[src/rtl/icache_ctrl_pkg.sv]
//////////////////////////////////////////////////
// instruction cache control encodings
// controller states and memory return types
//////////////////////////////////////////////////

`default_nettype none

package icache_ctrl_pkg;

  // FLUSH clears all valid bits, one set per cycle
  // IDLE waits for a fetch
  // READ makes the hit decision or requests a refill
  // MISS waits for the line to come back
  typedef enum logic [1:0] {
    FLUSH,
    IDLE,
    READ,
    MISS
  } ctrl_state_e;

  // both types share the one return channel
  typedef enum logic {
    RTRN_IFILL_ACK,
    RTRN_INV_REQ
  } rtrn_type_e;

endpackage

`default_nettype wire

[src/rtl/icache_geom_pkg.sv]
//////////////////////////////////////////////////
// instruction cache geometry
// address, fetch and line widths, the default way
// and set counts, and the replacement LFSR seed
//////////////////////////////////////////////////

`default_nettype none

package icache_geom_pkg;

  // physical fetch address
  localparam int unsigned AddrWidth   = 32;
  // one aligned instruction word
  localparam int unsigned FetchWidth  = 32;
  // one cache line, returned in a single beat
  localparam int unsigned LineWidth   = 128;
  // byte offset inside a line
  localparam int unsigned OffsetWidth = 4;

  // word select and byte select parts of the offset
  localparam int unsigned WordSelWidth = $clog2(LineWidth / FetchWidth);
  localparam int unsigned ByteSelWidth = OffsetWidth - WordSelWidth;

  localparam int unsigned DefaultNumWays = 4;
  localparam int unsigned DefaultNumSets = 64;

  // reset value of the replacement LFSR, must be non-zero
  localparam logic [7:0] LfsrSeed = 8'hA5;

endpackage

`default_nettype wire

[src/rtl/icache_ctrl.sv]
//////////////////////////////////////////////////
// icache controller
// fetch FSM, address register, flush and enable
// handling, line refill request and result mux
//////////////////////////////////////////////////

`timescale 1ns/1ps
`default_nettype none

module icache_ctrl #(
  parameter int unsigned NumWays = icache_geom_pkg::DefaultNumWays,
  parameter int unsigned NumSets = icache_geom_pkg::DefaultNumSets,
  localparam int unsigned IdxWidth = $clog2(NumSets),
  localparam int unsigned TagWidth = icache_geom_pkg::AddrWidth - IdxWidth
                                   - icache_geom_pkg::OffsetWidth
) (
  input  logic                                    clk_i,
  input  logic                                    rst_ni,
  // fetch side
  input  logic                                    req_i,
  input  logic [icache_geom_pkg::AddrWidth-1:0]   addr_i,
  output logic                                    ready_o,
  output logic                                    valid_o,
  output logic [icache_geom_pkg::FetchWidth-1:0]  data_o,
  input  logic                                    en_i,
  input  logic                                    flush_i,
  // memory side
  output logic                                    mem_req_o,
  output logic [icache_geom_pkg::AddrWidth-1:0]   mem_addr_o,
  input  logic                                    mem_ack_i,
  input  logic                                    mem_rtrn_vld_i,
  input  icache_ctrl_pkg::rtrn_type_e             mem_rtrn_type_i,
  input  logic [icache_geom_pkg::LineWidth-1:0]   mem_rtrn_data_i,
  input  logic [IdxWidth-1:0]                     mem_rtrn_inv_idx_i,
  // stores
  output logic                                    rd_en_o,
  output logic                                    wr_en_o,
  output logic [IdxWidth-1:0]                     index_o,
  output logic [icache_geom_pkg::OffsetWidth-1:0] offset_o,
  output logic [TagWidth-1:0]                     tag_o,
  output logic                                    clr_en_o,
  output logic [IdxWidth-1:0]                     clr_idx_o,
  input  logic [NumWays-1:0]                      hit_vec_i,
  input  logic [NumWays-1:0][icache_geom_pkg::FetchWidth-1:0] way_words_i
);

  localparam int unsigned OffW = icache_geom_pkg::OffsetWidth;
  localparam int unsigned FetW = icache_geom_pkg::FetchWidth;

  icache_ctrl_pkg::ctrl_state_e state_d, state_q;

  logic                 cache_en_d, cache_en_q;
  // flush seen but not yet taken
  logic                 flush_d, flush_q;
  // refill request raised and waiting for its ack
  logic                 hold_d, hold_q;
  // invalidation hit the set under lookup, read it again
  logic                 reread_d, reread_q;
  logic [IdxWidth-1:0]  flush_cnt_d, flush_cnt_q;
  logic                 flush_en, flush_done;
  logic                 inv_en, fill_en, accept, hit;
  logic [icache_geom_pkg::AddrWidth-1:0] addr_q;
  logic [FetW-1:0]      hit_word, fill_word;

  assign inv_en  = mem_rtrn_vld_i && mem_rtrn_type_i == icache_ctrl_pkg::RTRN_INV_REQ;
  assign fill_en = mem_rtrn_vld_i && mem_rtrn_type_i == icache_ctrl_pkg::RTRN_IFILL_ACK;
  assign hit     = cache_en_q && |hit_vec_i;

  //////////////////////////////////////////////////
  // fetch FSM
  //////////////////////////////////////////////////

  always_comb begin
    state_d    = state_q;
    // disabling is immediate, enabling goes through FLUSH
    cache_en_d = cache_en_q & en_i;
    flush_d    = flush_q | flush_i;
    hold_d     = 1'b0;
    reread_d   = reread_q;
    flush_en   = 1'b0;
    accept     = 1'b0;
    ready_o    = 1'b0;
    valid_o    = 1'b0;
    mem_req_o  = 1'b0;
    rd_en_o    = 1'b0;
    wr_en_o    = 1'b0;

    unique case (state_q)
      icache_ctrl_pkg::FLUSH: begin
        flush_en = 1'b1;
        if (flush_done) begin
          state_d = icache_ctrl_pkg::IDLE;
          flush_d = 1'b0;
        end
      end
      icache_ctrl_pkg::IDLE: begin
        if (flush_d || (en_i && !cache_en_q)) begin
          state_d    = icache_ctrl_pkg::FLUSH;
          cache_en_d = en_i;
        end else if (!mem_rtrn_vld_i) begin
          // returns here can only be invalidations
          ready_o = 1'b1;
          if (req_i) begin
            accept  = 1'b1;
            rd_en_o = cache_en_q;
            state_d = icache_ctrl_pkg::READ;
          end
        end
      end
      icache_ctrl_pkg::READ: begin
        if (hold_q) begin
          // request already out, keep it up until the ack
          mem_req_o = 1'b1;
          hold_d    = ~mem_ack_i;
          if (mem_ack_i) state_d = icache_ctrl_pkg::MISS;
        end else if (inv_en) begin
          // lookup result may be stale once this clear lands
          reread_d = 1'b1;
        end else if (reread_q) begin
          rd_en_o  = cache_en_q;
          reread_d = 1'b0;
        end else if (hit) begin
          valid_o = 1'b1;
          state_d = icache_ctrl_pkg::IDLE;
          // stream the next fetch unless a flush waits
          if (!flush_d && !mem_rtrn_vld_i) begin
            ready_o = 1'b1;
            if (req_i) begin
              accept  = 1'b1;
              rd_en_o = 1'b1;
              state_d = icache_ctrl_pkg::READ;
            end
          end
        end else begin
          // miss, or cache disabled
          mem_req_o = 1'b1;
          hold_d    = ~mem_ack_i;
          if (mem_ack_i) state_d = icache_ctrl_pkg::MISS;
        end
      end
      icache_ctrl_pkg::MISS: begin
        if (fill_en) begin
          valid_o = 1'b1;
          // a disabled cache does not allocate
          wr_en_o = cache_en_q;
          state_d = icache_ctrl_pkg::IDLE;
        end
      end
      default: state_d = icache_ctrl_pkg::FLUSH;
    endcase
  end

  //////////////////////////////////////////////////
  // flush counter and clear steering
  //////////////////////////////////////////////////

  assign flush_done  = flush_cnt_q == IdxWidth'(NumSets - 1);
  assign flush_cnt_d = flush_done ? '0 : flush_en ? flush_cnt_q + 1'b1 : flush_cnt_q;

  // flush wins, the invalidated set is cleared anyway
  assign clr_en_o  = flush_en | inv_en;
  assign clr_idx_o = flush_en ? flush_cnt_q : mem_rtrn_inv_idx_i;

  //////////////////////////////////////////////////
  // address and result
  //////////////////////////////////////////////////

  always_ff @(posedge clk_i) begin
    if (accept) addr_q <= addr_i;
  end

  // lookup uses the incoming address, everything later the held one
  assign index_o    = accept ? addr_i[OffW +: IdxWidth] : addr_q[OffW +: IdxWidth];
  assign offset_o   = accept ? addr_i[OffW-1:0] : addr_q[OffW-1:0];
  assign tag_o      = addr_q[icache_geom_pkg::AddrWidth-1 -: TagWidth];
  assign mem_addr_o = {addr_q[icache_geom_pkg::AddrWidth-1:OffW], {OffW{1'b0}}};

  // hit_vec is one-hot on a hit
  always_comb begin
    hit_word = '0;
    for (int w = 0; w < NumWays; w++) begin
      if (hit_vec_i[w]) hit_word = hit_word | way_words_i[w];
    end
  end

  assign fill_word = mem_rtrn_data_i[addr_q[OffW-1:icache_geom_pkg::ByteSelWidth]*FetW +: FetW];
  assign data_o    = (state_q == icache_ctrl_pkg::MISS) ? fill_word : hit_word;

  always_ff @(posedge clk_i or negedge rst_ni) begin
    if (!rst_ni) begin
      state_q     <= icache_ctrl_pkg::FLUSH;
      cache_en_q  <= 1'b0;
      flush_q     <= 1'b0;
      hold_q      <= 1'b0;
      reread_q    <= 1'b0;
      flush_cnt_q <= '0;
    end else begin
      state_q     <= state_d;
      cache_en_q  <= cache_en_d;
      flush_q     <= flush_d;
      hold_q      <= hold_d;
      reread_q    <= reread_d;
      flush_cnt_q <= flush_cnt_d;
    end
  end

endmodule

`default_nettype wire

[config.mk]
export PLATFORM = sky130hd
export DESIGN_NAME = icache_ctrl
export DESIGN_NICKNAME = d
export VERILOG_FILES = /design/src/rtl/icache_ctrl_pkg.sv /design/src/rtl/icache_geom_pkg.sv /design/src/rtl/icache_ctrl.sv
export SDC_FILE = /design/constraint.sdc
export NUM_CORES = 1
export LEC_CHECK = 0
export CAP_MARGIN = 20
export CELL_PAD_IN_SITES_DETAIL_PLACEMENT = 0
export CELL_PAD_IN_SITES_GLOBAL_PLACEMENT = 2
export CORE_AREA = 2 2 162 164
export DETAILED_ROUTE_END_ITERATION = 8
export DIE_AREA = 0 0 164 166
export DONT_BUFFER_PORTS = 1
export PLACE_DENSITY_LB_ADDON = 0.3
export SLEW_MARGIN = 20
export SYNTH_ARGS = -nofsm -noshare
export SYNTH_HDL_FRONTEND = slang
export SYNTH_SLANG_ARGS = --single-unit
[constraint.sdc]
create_clock -name clk_i -period 3.4 [get_ports clk_i]
set_clock_uncertainty 0.15 [all_clocks]
set_input_delay 0.17 -clock clk_i [delete_from_list [all_inputs] [get_ports clk_i]]
set_output_delay 0.17 -clock clk_i [all_outputs]
set_load 0.1 [all_outputs]
* After elaboration in Yosys (flattened, before gate mapping)
Cells that the tools add are included.
** Operators by class
- Shift-type cells :: 1
- Equal/unequal tests :: 10
- Add/sub/neg operators :: 1
- Reduce and logical (&&, ||, !) cells :: 14
- Multiplexer cells :: 71
- Bitwise operators :: 9
** Operator list (number)
- 2-to-1 mux 32 bit :: 5
- indexed part select 128 x 8 -> 32 bit :: 1
- bitwise OR 32 bit :: 3
- 2-to-1 mux 1 bit :: 44
- 2-to-1 mux 2 bit :: 12
- 2-to-1 mux 6 bit :: 4
- != test 3 bit (second input constant) :: 4
- case mux 1 bit (2 select lines) :: 4
- case mux 2 bit (4 select lines) :: 1
- adder 6 x 1 -> 6 bit (second input constant) :: 1
- equality test 6 bit (second input constant) :: 1
- AND reduction 6 bit :: 1
- logical AND 1 bit :: 5
- equality test 2 bit (second input constant) :: 2
- 2-to-1 mux 4 bit :: 1
- != test 2 bit (second input constant) :: 2
- OR reduction 4 bit :: 1
- logical NOT 1 bit :: 3
- NOT 1 bit :: 3
- equality test 2 x 1 -> 1 bit (second input constant) :: 1
- logical NOT 2 bit :: 1
- bitwise OR 1 bit :: 2
- AND reduction 2 bit :: 1
- nonzero test 2 bit :: 1
- 2 further kinds :: 2
** Storage, ports and cells
- Input bits :: 306
- Output and inout port bits :: 108
- Register bits after elaboration :: 44
- Word-level logic and storage cells :: 113

* Longest topological paths before layout
- Word-level depth :: 10
- Depth in mapped cells :: 7
- Gate-level depth less buffers :: 6

* Worst setup path after synthesis
OpenSTA, ideal clock, no wires.
- Path kind :: flip-flop to output port
- From :: reg state_q[1]
- To :: out wr_en_o
- Cell stages (with the launch flop) :: 4
- Required time :: 3.080 ns
- Data arrival time :: 2.860 ns
- Path buffers :: 0
- Path slack :: 0.220 ns
- Cells stage by stage :: dfrtp_1 ha_1 nand2_1 nor3b_1
** On the way
- Longest elaborated chain between the ends :: 2
** Ends and longest elaborated chain
- start: declaration :: line icache_ctrl.sv:50 : icache_ctrl_pkg::ctrl_state_e state_d, state_q;
- start signal: assignment :: line icache_ctrl.sv:191 : state_q <= icache_ctrl_pkg::FLUSH;
- start signal: assignment :: line icache_ctrl.sv:198 : state_q <= state_d;
- equality test 2 bit :: line icache_ctrl.sv:88 : unique case (state_q)
- 2-to-1 mux 1 bit :: line icache_ctrl.sv:88
- end: declaration :: line icache_ctrl.sv:37 : output logic wr_en_o,
Every way passes these cells.

* Final worst setup path
- From :: reg state_q[0]
- To :: out index_o[5]
** On the way
- Longest elaborated chain between the ends :: 3
- Elaborated cells on any way between the ends :: 4
- Those cells by class :: 2 x eq/ne; 2 x mux
** Ends and longest elaborated chain
- equality test 2 bit or equality test 2 x 1 -> 1 bit (tied branches) :: line icache_ctrl.sv:88
- case mux 1 bit (2 select lines) (*) :: line icache_ctrl.sv:88
- 2-to-1 mux 6 bit (*) :: line icache_ctrl.sv:173 : assign index_o = accept ? addr_i[OffW +: IdxWidth] : addr_q[OffW +: IdxWidth];
- end: declaration :: line icache_ctrl.sv:38 : output logic [IdxWidth-1:0] index_o,
Mark *: on every way between the ends. The rest lies on a longest branch, timed or not.

==> impl_metrics.toml <==
[power]
p_leak_uw = 0.00196
power_per_cell_area_mw_per_mm2 = 586
irDropWorstVdd_mv = 0.370

[sta]
setup_viol = 0
fmax_mhz = 323
slew_violations = 0
finalSetupTns_ns = 0
maxSlewHeadroom_pct = 30.0
worstMarginPinSlew_ns = 1.05
worst_slack_ns = 0.306
rsz0062_at_grt = "no"
hold_viol_final = 0
period_minus_slack_ns = 3.09
period_share_pct = 91.0

[hold_path]
hold_class = "input pin to register"

[critical_path]
cp_slowest_cell = "or4_4"
cp-end-kind = "output port"
cp-start-kind = "register"
path_max_fanout = 40
cp.arrival_ns = 2.77
crit_type = "register to output port"
required_ns = 3.08
max_stage_delay_ns = 0.51
cp_cell_sequence = "inv_1 -> ha_1 -> nand2b_2 -> or4_4 -> a21oi_4 -> buf_12 -> mux2_4"

[final_layout]
seq_area_mm2 = 0.00126
final_cells = 754
nNetsFinal = 729
multi_input_area_mm2 = 0.00249
drive_above_1_share_pct = 42.2
layout_commonest_cell = "a22oi_1"
fillCellCount = 2763
n_antenna_cell = 0
final_util_pct = 22.5
syn2layout_area_growth_pct = 41.6
final_cell_mix = "64 x a22oi_1, 49 x buf_4, 38 x nor2_1"

[logic_synthesis]
synth_ff_type = "edfxtp_1"
netlist_instances = 383
syn-cell-area_mm2 = 0.00407
yosysWarnings = 0
synth_edf_count = 32
seq_area_frac_synth_pct = 31.0
async_reset_ff_share_pct = 27.3
ys_ff_latch = 44
synth_cell_type_count = 49
syn_area_per_cell_um2 = 10.6

[clock_network]
cts_buffers = 5
clkLatencyLatePin_ns = 0.29
post_cts_resized = 0
cts_max_level = 2
cts_setup_buffers = 0
clockBufferDepth = 2
cts.clk_slew.worst_paths_ns = 0.06
cts_tree = "done"
cts_root_buf = "clkbuf_16"
cts_sinks = 44

[job]
cap_violations = 0

[global_route]
antenna_found_initial = 5
overflow = 0
grt_pass1_vias = 3732
grt_usage_pct = 12.4
grt_first_pass_wirelength_um = 24800
grt_max_degree = 41

[route]
drt_wl_total_um = 18200
first_pass_iters = 5
wl_per_cell_um = 24.1
drc = 0
vias = 3620
viasPerCell = 4.80
ant_nets = 0
drt_iter0_drc = 248

[placed_design]
placed_cells = 710
gp_congestion = 0.933
dp_hpwl_um = 14900
dp_slack_ns = 0.622
port_buffers = 0

[die]
die_w_um = 164
design.core.area_mm2 = 0.0256
rows = 59
fp.dieArea_mm2 = 0.0272
initial_core_util_pct = 15.9
ios = 414
die_y_um = 166

[status]
status = "completed"
==> final timing paths <==
kind / start / end / slack, ns / cells after the start
max: state_q[0] / index_o[5] / 0.31 / 7
min: mem_ack_i / state_q[1] / 0.02 / 2
max reg2reg: state_q[0] / addr_q[9] / 0.91 / 6
min reg2reg: flush_cnt_q[5] / flush_cnt_q[5] / 0.42 / 1
max in group asynchronous: rst_ni / flush_cnt_q[3] / 2.50 / 1
min in group asynchronous: rst_ni / state_q[0] / 0.19 / 1
==> cell type report <==
cell class,instances,area share (%)
tap,335,7.27
sequential,44,21.9
clock inverter,2,0.608
inverter,3,0.195
multi-input combinational,253,43.2
clock buffer,6,2.23
timing repair buffer,111,24.6
==> repair_timing <==
action,CTS,global route
hold endpoints to repair,47,0
endpoints found under the setup margin,0,0
hold buffers,36,0
==> report_power, final <==
group	internal (µW)	total [µW]	switching [µW]
Sequential	633	708	74.6
Combinational	525	2120	1590
Clock	346	550	204
==> kinds of logic (layout without fill, tap and decap cells) <==
family / after synthesis / in the layout / synth area share, %
AOI/OAI and AO/OA: 119 / 119 / 21.0
buffers and inverters: 89 / 122 / 13.6
and+or+nand+nor: 71 / 71 / 8.39
muxes: 51 / 51 / 23.8
DFF: 44 / 44 / 31.0
adders and majority gates: 5 / 5 / 1.54
xor gates and xnor gates: 3 / 3 / 0.645
other: 1 / 4 / 0.0921
==> flip-flops by register name, summed over array words and instances (netlist names) <==
name	flops
flush_cnt_q	6
cache_en_q	1
flush_q	1
reread_q	1
addr_q	32
hold_q	1
state_q	2
==> per-stage QoR <==
step                area (µm²)  hold slack (ns)  total power (µW)
floorplan                 4080           -0.276              2380
global placement          5240           -0.275              2800
detailed placement        5240           -0.275              2800
CTS                       5770          0.00581              3410
global route              5770           0.0392              3530
finish                    5770           0.0220              3380
==> per-layer routing <==
metal	wire, µm	GRT usage, %
met5	69	0
met4	201	2.02
met3	1870	4.35
met2	9240	21.3
met1	6820	15.2
==> synth_stat cells (all sizes together) (2+ instances only) <==
cell | count | area [µm²]
nand3b | 2 | 15.0
buf | 67 | 472
nand2 | 8 | 30.0
ha | 5 | 62.6
o21ai | 5 | 25.0
nand3 | 2 | 10.0
nor2 | 39 | 146
dfrtp | 12 | 300
mux2 | 19 | 248
a21oi | 6 | 33.8
mux4 | 32 | 721
clkbuf | 19 | 71.3
nand4 | 3 | 18.8
a31oi | 34 | 213
nand2b | 4 | 27.5
edfxtp | 32 | 961
or4 | 2 | 18.8
xnor2 | 2 | 17.5
a22oi | 64 | 480
and3 | 3 | 18.8
inv | 3 | 11.3
==> worst max-delay path, delay by kind of cell (launching register included) <==
kind | cells | cell delay [ns]
muxes | 1 | 0.47
DFF | 1 | 0.40
AOI/OAI and AO/OA | 1 | 0.24
buffers and inverters | 2 | 0.40
and+or+nand+nor | 2 | 0.65
adders and majority gates | 1 | 0.29
Power figures use the tool's default switching activity.
